$ cat src/logic/ctl_pkg.sv
package ctl_pkg;

	typedef logic [31:0] instr_t;
	typedef logic [4:0] reg_addr_t;
	typedef logic [5:0] opcode_t;
	typedef logic [5:0] funct_t;

	localparam reg_addr_t reg_zero = 5'd0;
	localparam reg_addr_t reg_ra = 5'd31; // jal links here.

	localparam opcode_t op_special = 6'b000000;
	localparam opcode_t op_j = 6'b000010;
	localparam opcode_t op_jal = 6'b000011;
	localparam opcode_t op_beq = 6'b000100;
	localparam opcode_t op_bne = 6'b000101;
	localparam opcode_t op_addiu = 6'b001001;
	localparam opcode_t op_ori = 6'b001101;
	localparam opcode_t op_lui = 6'b001111;
	localparam opcode_t op_lw = 6'b100011;
	localparam opcode_t op_sw = 6'b101011;

	localparam funct_t funct_sll = 6'b000000;
	localparam funct_t funct_jr = 6'b001000;
	localparam funct_t funct_addu = 6'b100001;
	localparam funct_t funct_subu = 6'b100011;
	localparam funct_t funct_and = 6'b100100;
	localparam funct_t funct_or = 6'b100101;
	localparam funct_t funct_slt = 6'b101010;

	// the R-type field layout, which also covers the op, rs and rt of I-type words.
	typedef struct packed {
		opcode_t op;
		reg_addr_t rs;
		reg_addr_t rt;
		reg_addr_t rd;
		logic [4:0] shamt;
		funct_t funct;
	} r_fmt_t;

	typedef enum logic [4:0] {
		kind_addu, kind_subu, kind_and, kind_or, kind_slt, kind_sll,
		kind_ori, kind_addiu, kind_lui, kind_lw, kind_sw,
		kind_beq, kind_bne, kind_j, kind_jal, kind_jr,
		kind_nop, kind_unknown
	} kind_t;

	typedef enum logic [2:0] {
		cal_r, cal_i, load, store, branch, jump_i, jump_r, none
	} dp_class_t;

	typedef enum logic [2:0] {
		alu_addu, alu_subu, alu_and, alu_or, alu_slt, alu_sll, alu_lui
	} alu_op_t;

	typedef enum logic [1:0] {ext_signed, ext_unsigned, ext_pad} ext_mode_t;

	typedef enum logic [2:0] {
		npc_seq, npc_equal, npc_not_equal, npc_j, npc_reg
	} npc_mode_t;

	typedef enum logic [1:0] {
		reg_from_alu, reg_from_mem, reg_from_link, reg_none
	} regdata_t;

	typedef enum logic [1:0] {fwd_none, fwd_from_m, fwd_from_w} fwd_sel_t;

	typedef struct packed {
		kind_t kind;
		dp_class_t dp_class;
		reg_addr_t reg1;
		reg_addr_t reg2;
		reg_addr_t regw;
	} stage_info_t;

	// bubble record, with no register read or written.
	localparam stage_info_t nop_info = '{
		kind: kind_nop, dp_class: none, reg1: reg_zero, reg2: reg_zero, regw: reg_zero
	};

	typedef struct packed {
		npc_mode_t npc_mode;
		ext_mode_t ext_mode;
		reg_addr_t rf_read_addr1;
		reg_addr_t rf_read_addr2;
	} d_ctl_t;

	typedef struct packed {
		alu_op_t alu_op;
		logic alu_src_imm;
	} e_ctl_t;

	typedef struct packed {
		logic dm_write_enable;
	} m_ctl_t;

	typedef struct packed {
		logic rf_write_enable;
		reg_addr_t rf_write_addr;
		regdata_t regdata;
	} w_ctl_t;

	typedef struct packed {
		fwd_sel_t d1;
		fwd_sel_t d2;
		fwd_sel_t e1;
		fwd_sel_t e2;
		fwd_sel_t m;
	} fwd_t;

endpackage

$ cat src/logic/ctl_words.sv
`timescale 1ns/1ps

module ctl_words (
	input ctl_pkg::stage_info_t d_info,
	input ctl_pkg::stage_info_t e_info,
	input ctl_pkg::stage_info_t m_info,
	input ctl_pkg::stage_info_t w_info,
	output ctl_pkg::d_ctl_t d_ctl,
	output ctl_pkg::e_ctl_t e_ctl,
	output ctl_pkg::m_ctl_t m_ctl,
	output ctl_pkg::w_ctl_t w_ctl
);

	logic w_writes;

	always_comb begin
		case (d_info.kind)
			ctl_pkg::kind_beq: d_ctl.npc_mode = ctl_pkg::npc_equal;
			ctl_pkg::kind_bne: d_ctl.npc_mode = ctl_pkg::npc_not_equal;
			ctl_pkg::kind_j, ctl_pkg::kind_jal: d_ctl.npc_mode = ctl_pkg::npc_j;
			ctl_pkg::kind_jr: d_ctl.npc_mode = ctl_pkg::npc_reg;
			default: d_ctl.npc_mode = ctl_pkg::npc_seq;
		endcase
		case (d_info.kind)
			ctl_pkg::kind_ori: d_ctl.ext_mode = ctl_pkg::ext_unsigned;
			ctl_pkg::kind_lui: d_ctl.ext_mode = ctl_pkg::ext_pad;
			default: d_ctl.ext_mode = ctl_pkg::ext_signed; // addiu and memory offsets.
		endcase
		d_ctl.rf_read_addr1 = d_info.reg1;
		d_ctl.rf_read_addr2 = d_info.reg2;
	end

	always_comb begin
		e_ctl.alu_src_imm = (e_info.dp_class == ctl_pkg::cal_i) ||
			(e_info.dp_class == ctl_pkg::load) ||
			(e_info.dp_class == ctl_pkg::store);
		case (e_info.kind)
			ctl_pkg::kind_addu, ctl_pkg::kind_addiu,
			ctl_pkg::kind_lw, ctl_pkg::kind_sw: e_ctl.alu_op = ctl_pkg::alu_addu;
			ctl_pkg::kind_subu: e_ctl.alu_op = ctl_pkg::alu_subu;
			ctl_pkg::kind_and: e_ctl.alu_op = ctl_pkg::alu_and;
			ctl_pkg::kind_slt: e_ctl.alu_op = ctl_pkg::alu_slt;
			ctl_pkg::kind_sll: e_ctl.alu_op = ctl_pkg::alu_sll;
			ctl_pkg::kind_lui: e_ctl.alu_op = ctl_pkg::alu_lui;
			default: e_ctl.alu_op = ctl_pkg::alu_or; // or, ori and kinds without an ALU result.
		endcase
	end

	assign m_ctl.dm_write_enable = (m_info.dp_class == ctl_pkg::store);

	// jal is the only jump that writes, and it writes the link register.
	assign w_writes = (w_info.dp_class == ctl_pkg::cal_r) ||
		(w_info.dp_class == ctl_pkg::cal_i) ||
		(w_info.dp_class == ctl_pkg::load) ||
		(w_info.dp_class == ctl_pkg::jump_i);

	always_comb begin
		w_ctl.rf_write_enable = w_writes && (w_info.regw != ctl_pkg::reg_zero);
		w_ctl.rf_write_addr = w_info.regw;
		case (w_info.dp_class)
			ctl_pkg::cal_r, ctl_pkg::cal_i: w_ctl.regdata = ctl_pkg::reg_from_alu;
			ctl_pkg::load: w_ctl.regdata = ctl_pkg::reg_from_mem;
			ctl_pkg::jump_i, ctl_pkg::jump_r: w_ctl.regdata = ctl_pkg::reg_from_link;
			default: w_ctl.regdata = ctl_pkg::reg_none;
		endcase
	end

endmodule

$ cat src/logic/forward_unit.sv
`timescale 1ns/1ps

module forward_unit (
	input ctl_pkg::stage_info_t d_info,
	input ctl_pkg::stage_info_t e_info,
	input ctl_pkg::stage_info_t m_info,
	input ctl_pkg::stage_info_t w_info,
	output ctl_pkg::fwd_t fwd
);

	logic m_ready;
	ctl_pkg::reg_addr_t m_src_reg;

	// picks the nearest stage that holds a finished value for src.
	function automatic ctl_pkg::fwd_sel_t pick(
		input ctl_pkg::reg_addr_t src,
		input ctl_pkg::reg_addr_t m_reg,
		input ctl_pkg::reg_addr_t w_reg
	);
		ctl_pkg::fwd_sel_t sel;
		sel = ctl_pkg::fwd_none;
		if (src != ctl_pkg::reg_zero) begin
			if (src == m_reg) sel = ctl_pkg::fwd_from_m;
			else if (src == w_reg) sel = ctl_pkg::fwd_from_w;
		end
		return sel;
	endfunction

	// a load in memory has no data yet, so it is never a forwarding source.
	assign m_ready = (m_info.dp_class == ctl_pkg::cal_r) ||
		(m_info.dp_class == ctl_pkg::cal_i) ||
		(m_info.dp_class == ctl_pkg::jump_i);
	assign m_src_reg = m_ready ? m_info.regw : ctl_pkg::reg_zero;

	always_comb begin
		fwd.d1 = pick(d_info.reg1, m_src_reg, w_info.regw);
		fwd.d2 = pick(d_info.reg2, m_src_reg, w_info.regw);
		fwd.e1 = pick(e_info.reg1, m_src_reg, w_info.regw);
		fwd.e2 = pick(e_info.reg2, m_src_reg, w_info.regw);
		fwd.m = pick(m_info.reg2, ctl_pkg::reg_zero, w_info.regw); // store data only.
	end

endmodule

$ cat src/logic/hazard_unit.sv
`timescale 1ns/1ps

module hazard_unit (
	input ctl_pkg::stage_info_t d_info,
	input ctl_pkg::stage_info_t e_info,
	input ctl_pkg::stage_info_t m_info,
	output logic stall
);

	logic d_early;
	logic e_load;
	logic e_alu;
	logic m_load;
	logic hit_e;
	logic hit_m;

	// true when decode reads regw, register 0 excluded.
	function automatic logic reads(
		input ctl_pkg::stage_info_t d,
		input ctl_pkg::reg_addr_t regw
	);
		return (regw != ctl_pkg::reg_zero) && ((d.reg1 == regw) || (d.reg2 == regw));
	endfunction

	// branches and jr compare their operands in decode, one stage earlier than the ALU.
	assign d_early = (d_info.dp_class == ctl_pkg::branch) ||
		(d_info.dp_class == ctl_pkg::jump_r);

	assign e_load = (e_info.dp_class == ctl_pkg::load);
	assign e_alu = (e_info.dp_class == ctl_pkg::cal_r) ||
		(e_info.dp_class == ctl_pkg::cal_i) ||
		(e_info.dp_class == ctl_pkg::jump_i);
	assign m_load = (m_info.dp_class == ctl_pkg::load);

	assign hit_e = reads(d_info, e_info.regw);
	assign hit_m = reads(d_info, m_info.regw);

	assign stall = (e_load && hit_e) ||
		(e_alu && d_early && hit_e) ||
		(m_load && d_early && hit_m);

endmodule

$ cat src/logic/instr_decoder.sv
`timescale 1ns/1ps

module instr_decoder (
	input ctl_pkg::instr_t instr,
	output ctl_pkg::stage_info_t info
);

	ctl_pkg::r_fmt_t f;
	ctl_pkg::kind_t kind;
	ctl_pkg::dp_class_t dp_class;
	logic rs_zero;
	logic rt_zero;
	logic rd_zero;
	logic shamt_zero;

	assign f = instr;

	assign rs_zero = (f.rs == ctl_pkg::reg_zero);
	assign rt_zero = (f.rt == ctl_pkg::reg_zero);
	assign rd_zero = (f.rd == ctl_pkg::reg_zero);
	assign shamt_zero = (f.shamt == 5'd0);

	// fields that an instruction does not use must be zero, or the word is unknown.
	always_comb begin
		kind = ctl_pkg::kind_unknown;
		if (instr == '0) begin
			kind = ctl_pkg::kind_nop; // the all-zero word would otherwise be sll $0.
		end else begin
			case (f.op)
				ctl_pkg::op_special: begin
					case (f.funct)
						ctl_pkg::funct_addu: if (shamt_zero) kind = ctl_pkg::kind_addu;
						ctl_pkg::funct_subu: if (shamt_zero) kind = ctl_pkg::kind_subu;
						ctl_pkg::funct_and: if (shamt_zero) kind = ctl_pkg::kind_and;
						ctl_pkg::funct_or: if (shamt_zero) kind = ctl_pkg::kind_or;
						ctl_pkg::funct_slt: if (shamt_zero) kind = ctl_pkg::kind_slt;
						ctl_pkg::funct_sll: if (rs_zero) kind = ctl_pkg::kind_sll;
						ctl_pkg::funct_jr: if (rt_zero && rd_zero) kind = ctl_pkg::kind_jr;
						default: kind = ctl_pkg::kind_unknown;
					endcase
				end
				ctl_pkg::op_ori: kind = ctl_pkg::kind_ori;
				ctl_pkg::op_addiu: kind = ctl_pkg::kind_addiu;
				ctl_pkg::op_lui: if (rs_zero) kind = ctl_pkg::kind_lui;
				ctl_pkg::op_lw: kind = ctl_pkg::kind_lw;
				ctl_pkg::op_sw: kind = ctl_pkg::kind_sw;
				ctl_pkg::op_beq: kind = ctl_pkg::kind_beq;
				ctl_pkg::op_bne: kind = ctl_pkg::kind_bne;
				ctl_pkg::op_j: kind = ctl_pkg::kind_j;
				ctl_pkg::op_jal: kind = ctl_pkg::kind_jal;
				default: kind = ctl_pkg::kind_unknown;
			endcase
		end
	end

	always_comb begin
		case (kind)
			ctl_pkg::kind_addu, ctl_pkg::kind_subu, ctl_pkg::kind_and,
			ctl_pkg::kind_or, ctl_pkg::kind_slt, ctl_pkg::kind_sll: dp_class = ctl_pkg::cal_r;
			ctl_pkg::kind_ori, ctl_pkg::kind_addiu, ctl_pkg::kind_lui: dp_class = ctl_pkg::cal_i;
			ctl_pkg::kind_lw: dp_class = ctl_pkg::load;
			ctl_pkg::kind_sw: dp_class = ctl_pkg::store;
			ctl_pkg::kind_beq, ctl_pkg::kind_bne: dp_class = ctl_pkg::branch;
			ctl_pkg::kind_j, ctl_pkg::kind_jal: dp_class = ctl_pkg::jump_i;
			ctl_pkg::kind_jr: dp_class = ctl_pkg::jump_r;
			default: dp_class = ctl_pkg::none; // nop and unknown words do nothing.
		endcase
	end

	always_comb begin
		info.kind = kind;
		info.dp_class = dp_class;
		info.reg1 = ctl_pkg::reg_zero;
		info.reg2 = ctl_pkg::reg_zero;
		info.regw = ctl_pkg::reg_zero;
		case (dp_class)
			ctl_pkg::cal_r, ctl_pkg::store, ctl_pkg::branch: begin
				info.reg1 = f.rs;
				info.reg2 = f.rt;
				if (dp_class == ctl_pkg::cal_r) info.regw = f.rd;
			end
			ctl_pkg::cal_i, ctl_pkg::load: begin
				info.reg1 = f.rs;
				info.regw = f.rt;
			end
			ctl_pkg::jump_r: info.reg1 = f.rs;
			ctl_pkg::jump_i: if (kind == ctl_pkg::kind_jal) info.regw = ctl_pkg::reg_ra;
			default: info.regw = ctl_pkg::reg_zero;
		endcase
	end

endmodule

$ cat src/logic/pipeline_ctl.sv
`timescale 1ns/1ps

module pipeline_ctl (
	input logic clk,
	input logic rst,
	input ctl_pkg::instr_t d_instr,
	output logic stall,
	output ctl_pkg::d_ctl_t d_ctl,
	output ctl_pkg::e_ctl_t e_ctl,
	output ctl_pkg::m_ctl_t m_ctl,
	output ctl_pkg::w_ctl_t w_ctl,
	output ctl_pkg::fwd_t fwd
);

	ctl_pkg::stage_info_t d_info;
	ctl_pkg::stage_info_t e_info;
	ctl_pkg::stage_info_t m_info;
	ctl_pkg::stage_info_t w_info;

	instr_decoder decoder_i (
		.instr(d_instr),
		.info(d_info)
	);

	// the decoded record is all that travels past decode.
	stage_regs stage_regs_i (
		.clk(clk),
		.rst(rst),
		.stall(stall),
		.d_info(d_info),
		.e_info(e_info),
		.m_info(m_info),
		.w_info(w_info)
	);

	ctl_words ctl_words_i (
		.d_info(d_info),
		.e_info(e_info),
		.m_info(m_info),
		.w_info(w_info),
		.d_ctl(d_ctl),
		.e_ctl(e_ctl),
		.m_ctl(m_ctl),
		.w_ctl(w_ctl)
	);

	forward_unit forward_i (
		.d_info(d_info),
		.e_info(e_info),
		.m_info(m_info),
		.w_info(w_info),
		.fwd(fwd)
	);

	hazard_unit hazard_i (
		.d_info(d_info),
		.e_info(e_info),
		.m_info(m_info),
		.stall(stall)
	);

endmodule

$ cat src/logic/stage_regs.sv
`timescale 1ns/1ps

module stage_regs (
	input logic clk,
	input logic rst,
	input logic stall,
	input ctl_pkg::stage_info_t d_info,
	output ctl_pkg::stage_info_t e_info,
	output ctl_pkg::stage_info_t m_info,
	output ctl_pkg::stage_info_t w_info
);

	// a stall leaves decode in place, so execute takes a bubble instead.
	always_ff @(posedge clk) begin
		if (rst || stall) begin
			e_info <= ctl_pkg::nop_info;
		end else begin
			e_info <= d_info;
		end
	end

	always_ff @(posedge clk) begin
		if (rst) begin
			m_info <= ctl_pkg::nop_info;
			w_info <= ctl_pkg::nop_info;
		end else begin
			m_info <= e_info; // memory and writeback never hold.
			w_info <= m_info;
		end
	end

endmodule

$ cat config.mk
export PLATFORM = sky130hd
export DESIGN_NAME = pipeline_ctl
export DESIGN_NICKNAME = d
export VERILOG_FILES = /design/src/logic/ctl_pkg.sv /design/src/logic/ctl_words.sv /design/src/logic/forward_unit.sv /design/src/logic/hazard_unit.sv /design/src/logic/instr_decoder.sv /design/src/logic/pipeline_ctl.sv /design/src/logic/stage_regs.sv
export SDC_FILE = /design/constraint.sdc
export NUM_CORES = 1
export LEC_CHECK = 0
export BUFFER_PORTS_ARGS = -buffer_cell sky130_fd_sc_hd__buf_2
export CAP_MARGIN = 20
export CORE_MARGIN = 3
export CORE_UTILIZATION = 50
export DETAILED_ROUTE_END_ITERATION = 10
export PLACE_DENSITY = 0.84
export SYNTH_ARGS = -nofsm -noshare
export SYNTH_HDL_FRONTEND = slang
export SYNTH_SLANG_ARGS = --single-unit
$ cat constraint.sdc
create_clock -name clk -period 10.5 [get_ports clk]
set_input_delay 1.05 -clock clk [delete_from_list [all_inputs] [get_ports clk]]
set_output_delay 1.05 -clock clk [all_outputs]
set_load 0.01 [all_outputs]
==> flow_metrics.tcl, run 1 <==
set metrics [dict create \
    outcome "finished, final reports clean" \
    crit_path_max_fanout 15 \
    worstSetupEndpointType "primary output" \
    grt_pass1_wl_um 18500 \
    syn_avg_cell_area_sq_um 7.171 \
    busiest_layer "met2" \
    cp_data_arrival_time_ps 5420 \
    drive_gt1_share_pct 17.31 \
    final_cell_mix "buf_2, nor2_1, nand2_1" \
    num_rows 31 \
    synth_edf_count 0 \
    areaGrowthSynthToFinish_pct 6.884 \
    cts_resized 0 \
    syn_area_sq_mm 0.003944 \
    boundaryPins 73 \
    dp_hpwl_um 8676 \
    tns_ps 0 \
    grt_max_degree 27 \
    antenna_found_initial 0 \
    use_met3_pct 4.940 \
    period_minus_slack_ps 6474 \
    met1_usage_pct 34.30 \
    dp_cells 663 \
    cp-start-kind "input pin" \
    finalMaxSlewViolations 0 \
    die_h_um 94.81 \
    ys_seq_area_share_pct 21.83 \
    clockBufferDepth 2 \
    cts_root_buffer "clkbuf_8" \
    die_area_sq_mm 0.008989 \
    dp_slack_ps 4161 \
    grt_usage_pct 25.60 \
    worst_slew_pin_slew_ps 961.6 \
    die_w_um 94.81 \
    fillerInstances 727 \
    worst_slack_ps 4026 \
    synth_top_flop_cell "dfxtp_1" \
    postCtsHoldBufs 0 \
    ant_nets 0 \
    final_common_cell "buf_2" \
    first_global_vias 3849 \
    synth_cell_types 74 \
    avgViaCountPerCell 6.444 \
    use_met2_pct 41.51 \
    p_leak_nw 1.714 \
    ir_drop_v 0.00006653 \
    htree_levels 2 \
    instances_no_fill 671 \
    period_share_pct 61.65 \
    cts_tree "done" \
    drtIter0Drc 455 \
    cap_violations 0 \
    rsz0062_at_grt "no" \
    place_congestion 1.021 \
    whs_ps 491.0 \
    path_class "in -> out" \
    ys_warn_count 0 \
    n_antenna_cell 0 \
    clkSinkCount 43 \
    hold_viol_final 0 \
    postSynthCellCount 550 \
    synth_seq_cells 43 \
    core_sq_mm 0.007447 \
    wirelength_um 11570 \
    grt-ovfl-total 0 \
    power.density_mw_per_mm2 86.83 \
    drc 0 \
    cts_made_buffers 5 \
    io_buffers 71 \
    required_ps 9450 \
    fin_area_sq_mm 0.004215 \
    initial_core_util_pct 52.96 \
    min_path_type "reg -> reg" \
    clk-insertion-delay-late_ps 300 \
    vias 4324 \
    slew_headroom_pct 35.89 \
    path_clk_slew_ps 80 \
    clock_skew_ps 5.470 \
    clock.fmax_mhz 154.5 \
    cts_setup_buffers 0 \
    nNetsFinal 609 \
    async_flop_share_pct 0 \
    setup_viol 0 \
    drt-wirelength-per-cell_um 17.24 \
    synth_nets 588 \
    post_dp_cell_area_sq_mm 0.004130 \
    first_pass_iters 11 \
]
-- Yosys cell counts, types with 3 or more instances --
| master | count | share of area [%] |
|---|---|---|
| a21o_1 | 4 | 0.76 |
| a21oi_1 | 18 | 2.3 |
| a31oi_1 | 23 | 3.6 |
| and2_1 | 5 | 0.79 |
| and3_1 | 4 | 0.63 |
| and4_1 | 4 | 0.89 |
| buf_2 | 3 | 0.38 |
| buf_4 | 18 | 3.4 |
| clkbuf_1 | 35 | 3.3 |
| dfxtp_1 | 43 | 22 |
| ha_1 | 4 | 1.3 |
| inv_1 | 24 | 2.3 |
| mux2i_1 | 4 | 1.0 |
| nand2_1 | 45 | 4.3 |
| nand2b_1 | 15 | 2.4 |
| nand3_1 | 12 | 1.5 |
| nand4_1 | 5 | 0.79 |
| nand4b_1 | 3 | 0.67 |
| nor2_1 | 55 | 5.2 |
| nor2b_1 | 20 | 3.2 |
| nor3_1 | 30 | 3.8 |
| nor3b_1 | 5 | 0.95 |
| nor4_1 | 15 | 2.4 |
| nor4b_1 | 7 | 1.6 |
| o21a_1 | 3 | 0.57 |
| o21ai_0 | 22 | 2.8 |
| o31ai_1 | 5 | 0.95 |
| o32ai_1 | 7 | 1.6 |
| or2_2 | 8 | 1.3 |
| or3_1 | 7 | 1.1 |
| or4_1 | 5 | 0.95 |
| xnor2_1 | 26 | 5.8 |
| xor2_1 | 14 | 3.1 |
-- registers in the layout, indices dropped and copies added (netlist names), named ones only --
register / flops
stage_regs_i.w_info: 8
stage_regs_i.m_info: 13
stage_regs_i.e_info: 19
-- worst max-delay path: stages --
cell and delay (ps):
buf_2 190, or4_4 560, o2111a_1 250, a211o_1 310
nor3_4 330, or2_2 210, ha_1 200, o31ai_1 100
nand2b_1 190, nand2_1 190, nor2_1 110, a21oi_1 750
a2111o_1 340, o21ai_0 110, a311o_1 360, buf_2 150
-- cell families (layout without fill, tap and decap cells) --
logic type | Yosys count | count (layout) | synth area share [%]
buffers and inverters | 83 | 105 | 10.09
AOI/OAI and AO/OA | 117 | 117 | 20.94
muxes | 6 | 6 | 1.681
other | 1 | 1 | 0.09509
xor gates and xnor gates | 40 | 40 | 8.883
adders and majority gates | 4 | 4 | 1.269
and+or+nand+nor | 256 | 256 | 35.22
DFF | 43 | 43 | 21.83
-- metrics by stage --
stage          power [mW]  utilization [%]
2_1_floorplan      0.2397                -
3_3_place_gp       0.2586            55.46
3_5_place_dp       0.2618            55.46
4_1_cts            0.3646            56.60
5_1_grt            0.3831            56.60
6_report           0.3660            56.60
-- worst paths after layout --
path | startpoint | end | slack [ps] | depth (start not counted)
worst max-delay path | d_instr[22] | stall | 4030 | 16
worst min-delay path | stage_regs_i.e_info[17] | stage_regs_i.m_info[17] | 490 | 1
worst max register to register | stage_regs_i.m_info[1] | flop | 6670 | 11
worst min register to register | stage_regs_i.e_info[17] | stage_regs_i.m_info[17] | 490 | 1
-- power breakdown --
| part | internal [mW] | switching (mW) |
|---|---|---|
| Clock | 0.0465 | 0.0585 |
| Sequential | 0.167 | 0.00510 |
| Combinational | 0.0340 | 0.0550 |
-- layout make-up --
| class | count | area, sq um | share of cell area [%] |
|---|---|---|---|
| Multi-Input combinational cell | 424 | 2685 | 63.70 |
| Clock buffer | 6 | 72.57 | 1.722 |
| Timing Repair Buffer | 73 | 370.4 | 8.786 |
| Clock inverter | 2 | 12.51 | 0.2968 |
| Inverter | 24 | 90.09 | 2.137 |
| Tap cell | 99 | 123.9 | 2.939 |
| Sequential cell | 43 | 860.8 | 20.42 |
-- per-layer routing --
layer	part of all wire (%)	vias to the layer above
met2	46	284
met5	0	-
met4	2.2	0
met3	12	45
met1	40	1994
li1	-	2001
Note: power is estimated with default switching activity, not from simulation.
==> run 2: changes to the inputs <==
- clock period: 10.5 -> 6.2 ns (I/O delays scaled with it)
==> run 2 against run 1 <==
Compared with the run above:
- combinational power up 71%
- clock power up 70%
- wire length about the same
- die area unchanged
- non-clock buffer count up 4
- worst hold slack worse by 9.3 ps
- count of clock-buffer cells in the layout unchanged
- sequential power up 69%
- sequential share of layout area down 0.14 points
- utilization up 0.40 points
- critical endpoint unchanged
==> flow_metrics.tcl, run 2 (same netlist as run 1, synthesis figures left out) <==
set metrics [dict create \
    outcome "finished, final reports clean" \
    clock.fmax_mhz 180.3 \
    grt-ovfl-total 0 \
    dp_cells 667 \
    grt_pass1_wl_um 18820 \
    cts_resized 0 \
    critical_path.max_stage_delay_ps 560 \
    period_minus_slack_ps 5547 \
    critPathMostFrequentCell "buf_2" \
    top_regs "stage_regs_i.e_info: 19 flops, stage_regs_i.m_info: 13 flops, stage_regs_i.w_info: 8 flops" \
    drive_gt1_share_pct 17.88 \
    cp-start-kind "input pin" \
    min_path_type "reg -> reg" \
    initial_core_util_pct 52.96 \
    worstSetupEndpointType "primary output" \
    num_rows 31 \
    path_class "in -> out" \
    drtIter0Drc 374 \
    first_global_vias 3852 \
    crit_path_max_fanout 15 \
    dp_hpwl_um 8790 \
    drc 0 \
    postLayoutCoreUtil_pct 57.01 \
    hold_viol_final 0 \
    areaGrowthSynthToFinish_pct 7.646 \
    htree_levels 2 \
    cts_tree "done" \
    path_clk_slew_ps 80 \
    die_w_um 94.81 \
    postCtsHoldBufs 0 \
    fin_area_sq_mm 0.004245 \
    largest-register "stage_regs_i.e_info" \
    grt_usage_pct 25.95 \
    p_leak_nw 1.734 \
    drt-wirelength-per-cell_um 17.12 \
    grt_max_degree 21 \
    clock_skew_ps 8.366 \
    cts_root_buffer "clkbuf_8" \
    clk-insertion-delay-late_ps 300 \
    finalMaxSlewViolations 0 \
    power.density_mw_per_mm2 146.1 \
    post_dp_cell_area_sq_mm 0.004160 \
    avgViaCountPerCell 6.364 \
    largest_register_ffs 19 \
    slowest_stage "or4_4" \
    ant_nets 0 \
    worst_slew_pin_slew_ps 791.4 \
    slew_headroom_pct 47.17 \
    period_share_pct 89.46 \
    n_antenna_cell 0 \
    nNetsFinal 613 \
    die_area_sq_mm 0.008989 \
    cp_data_arrival_time_ps 4930 \
    dp_slack_ps 571.6 \
    vias 4296 \
    io_buffers 71 \
    die_h_um 94.81 \
    ir_drop_v 0.0001089 \
    required_ps 5580 \
    rsz0062_at_grt "no" \
    cap_violations 0 \
    antenna_found_initial 0 \
    whs_ps 481.7 \
    setup_viol 0 \
    clkSinkCount 43 \
    worst_slack_ps 653.4 \
    final_cell_mix "buf_2, nor2_1, nand2_1" \
    clockBufferDepth 2 \
    instances_no_fill 675 \
    cts_made_buffers 5 \
    cts_setup_buffers 0 \
    fillerInstances 724 \
    boundaryPins 73 \
    total_power_mw 0.6201 \
    crit_chain "buf_2 -> or4_4 -> o2111a_1 -> a211o_1 -> nor3_4 -> or2_2 -> ha_1 -> o31ai_1 -> nand2b_1 -> o21bai_2 -> mux2_4 -> a221o_1 -> a2111o_1 -> o21ai_0 -> a311o_1 -> buf_2" \
    tns_ps 0 \
    wirelength_um 11560 \
    first_pass_iters 5 \
    place_congestion 0.9587 \
    core_sq_mm 0.007447 \
    final_common_cell "buf_2" \
]
-- run 2: worst max-delay path: cells and delay by family --
family | cells | cell delay, ps
AOI/OAI and AO/OA | 8 | 2080
and+or+nand+nor | 4 | 1300
buffers and inverters | 2 | 340
muxes | 1 | 310
adders and majority gates | 1 | 270
-- run 2: layout make-up --
cell class	count	area (sq um)	area share, %
clock inverter	2	12.51	0.2947
sequential	43	860.8	20.28
tap	99	123.9	2.918
timing repair buffer	77	400.4	9.431
inverter	24	90.09	2.122
clock buffer	6	72.57	1.709
multi-input combinational	424	2685	63.25
-- run 2: path summary, 6_finish.rpt --
kind | to | slack (ps) | start | cells after the start
min | stage_regs_i.m_info[17] | 480 | stage_regs_i.e_info[17] | 1
max reg2reg | flop | 2450 | stage_regs_i.m_info[1] | 11
min reg2reg | stage_regs_i.m_info[17] | 480 | stage_regs_i.e_info[17] | 1
max | stall | 650 | d_instr[22] | 16
-- run 2: power breakdown --
part	switching [mW]	total, mW	leakage, nW	internal, mW
clock network	0.0988	0.178	0.0412	0.0788
registers	0.00845	0.291	0.349	0.282
logic	0.0931	0.152	1.34	0.0585
-- run 2: routing by layer --
layer	wire length (um)	global-route usage (%)	part of all wire, %
met3	1179	4.861	10
met1	4722	35.19	41
met4	274	7.332	2.4
met5	0	0	0
met2	5380	41.93	47
==> run 3: changes to the inputs <==
- CORE_ASPECT_RATIO: not set -> 1.1
==> run 3 against run 2 <==
Compared with the run above:
- sequential cell count did not move
- count of clock-buffer cells in the layout fell by 1
- clock power up 3%
- critical path depth unchanged
- setup slack got worse by 28 ps
- register-to-register slack gained 240 ps
- die area barely moved
- wire length increased by 1.0%
- non-clock buffer count increased by 1
- via count decreased by 1.5%
- total power is 0.98% higher
- sequential share of layout area is 0.11 points lower
==> flow_metrics.tcl, run 3 (same netlist as run 1, synthesis figures left out) <==
set metrics [dict create \
    grt_max_degree 21 \
    n_antenna_cell 0 \
    ir_drop_v 0.0001339 \
    die_area_sq_mm 0.008990 \
    p_int_mw 0.4217 \
    htree_levels 2 \
    avgViaCountPerCell 6.202 \
    largest-register "stage_regs_i.e_info" \
    path_class "in -> out" \
    setup_viol 0 \
    drtIter0Drc 517 \
    place_congestion 0.9581 \
    die_w_um 90.68 \
    first_global_vias 3932 \
    nNetsFinal 614 \
    top_regs "stage_regs_i.e_info: 19 flops, stage_regs_i.m_info: 13 flops, stage_regs_i.w_info: 8 flops" \
    outcome "finished, final reports clean" \
    antenna_found_initial 0 \
    clockBufferDepth 2 \
    cap_violations 0 \
    hold_viol_final 0 \
    cts_resized 0 \
    cts_tree "done" \
    rsz0062_at_grt "no" \
    crit_path_max_fanout 15 \
    cp_data_arrival_time_ps 4950 \
    power.density_mw_per_mm2 146.7 \
    drive_gt1_share_pct 18.20 \
    core_sq_mm 0.007556 \
    die_h_um 99.15 \
    cts_setup_buffers 0 \
    wirelength_um 11670 \
    cts_made_buffers 5 \
    min_path_type "reg -> reg" \
    worstSetupEndpointType "primary output" \
    areaGrowthSynthToFinish_pct 8.249 \
    sw_frac_of_total_pct 32.66 \
    path_clk_slew_ps 80 \
    setup.worst_path.start "d_instr[22]" \
    r2r_slack_ps 2690 \
    grt_usage_pct 25.20 \
    grt_pass1_wl_um 18960 \
    num_rows 33 \
    fin_area_sq_mm 0.004269 \
    seq_power_share_pct 46.5 \
    ant_nets 0 \
    grt-ovfl-total 0 \
    dp_hpwl_um 8904 \
    clk-insertion-delay-late_ps 300 \
    reg2reg_from "stage_regs_i.m_info[1]" \
    post_dp_cell_area_sq_mm 0.004175 \
    vias 4230 \
    clock_skew_ps 5.810 \
    io_buffers 71 \
    drc 0 \
    clock.fmax_mhz 179.4 \
    tns_ps 0 \
    netSwitchingPower_mw 0.2045 \
    clkSinkCount 43 \
    boundaryPins 73 \
    period_minus_slack_ps 5575 \
    postCtsHoldBufs 0 \
    worst_slew_pin_slew_ps 1002 \
    drt-wirelength-per-cell_um 17.12 \
    cp-start-kind "input pin" \
    fillerInstances 729 \
    final_common_cell "buf_2" \
    first_pass_iters 6 \
    p_leak_nw 1.743 \
    initial_core_util_pct 52.19 \
    finalMaxSlewViolations 0 \
    pwr-share-comb_pct 24.1 \
    slew_headroom_pct 33.19 \
    pwr-share-clk_pct 29.4 \
    whs_ps 489.0 \
    required_ps 5580 \
    largest_register_ffs 19 \
    period_share_pct 89.91 \
    cts_root_buffer "clkbuf_8" \
    final_cell_mix "buf_2, nor2_1, nand2_1" \
    min_from "stage_regs_i.m_info[15]" \
]
## run 3: cell count changes in the layout (fill, tap and decap cells not counted)
cell      delta
clkinv_2     -1
clkinv_4     +2
clkbuf_1     -1
buf_4        +1
## run 3: area by class of cell
type / count / area (sq um) / area share, %
well taps: 105 / 131.4 / 3.077
inverters: 24 / 90.09 / 2.110
clock buffers: 5 / 68.82 / 1.612
repair buffers: 78 / 407.9 / 9.555
clock inverters: 3 / 25.02 / 0.5862
flip-flops and latches: 43 / 860.8 / 20.16
multi-input cells: 424 / 2685 / 62.90
## run 3: path summary, 6_finish.rpt
path | to | cells after the start
max reg2reg | flop | 11
min reg2reg | stage_regs_i.w_info[15] | 2
max | stall | 16
min | stage_regs_i.w_info[15] | 2
## run 3: per-layer routing
layer	part of all wire, %	wire (um)	global-route usage, %	vias up
li1	-	-	-	2004
met1	40	4633	30.52	1976
met2	50	5867	45.98	217
met3	7.4	866	3.631	33
met4	2.6	306	7.892	0
met5	0	0	0	-
## run 3: power by group through the flow
stage          Sequential (mW)  Combinational (mW)  Clock (mW)
2_1_floorplan            0.293               0.113           0
3_3_place_gp             0.297               0.143           0
3_5_place_dp             0.297               0.148           0
4_1_cts                  0.291               0.148       0.184
5_1_grt                  0.292               0.166       0.193
6_report                 0.291               0.151       0.184
## run 3: stage by stage
step                      cells  utilization, %  power [mW]  setup slack [ps]
after floorplan             550               -      0.4060              1082
after global placement      674           55.26      0.4404             689.5
after detailed placement    674           55.26      0.4450             478.9
after CTS                   682           56.50      0.6235             694.7
after global routing        682           56.50      0.6510             290.9
final                       682           56.50      0.6261             625.3
## run 3: worst max-delay path: stages
cell and delay (ps):
buf_2 190, or4_4 560, o2111a_1 250, a211o_1 320, nor3_4 310, or2_2 200, ha_1 190, o31ai_1 100
nand2b_1 200, nand2_1 170, nor2_1 100, a21oi_1 770, a2111o_1 350, o21ai_0 110, a311o_1 350, buf_2 150
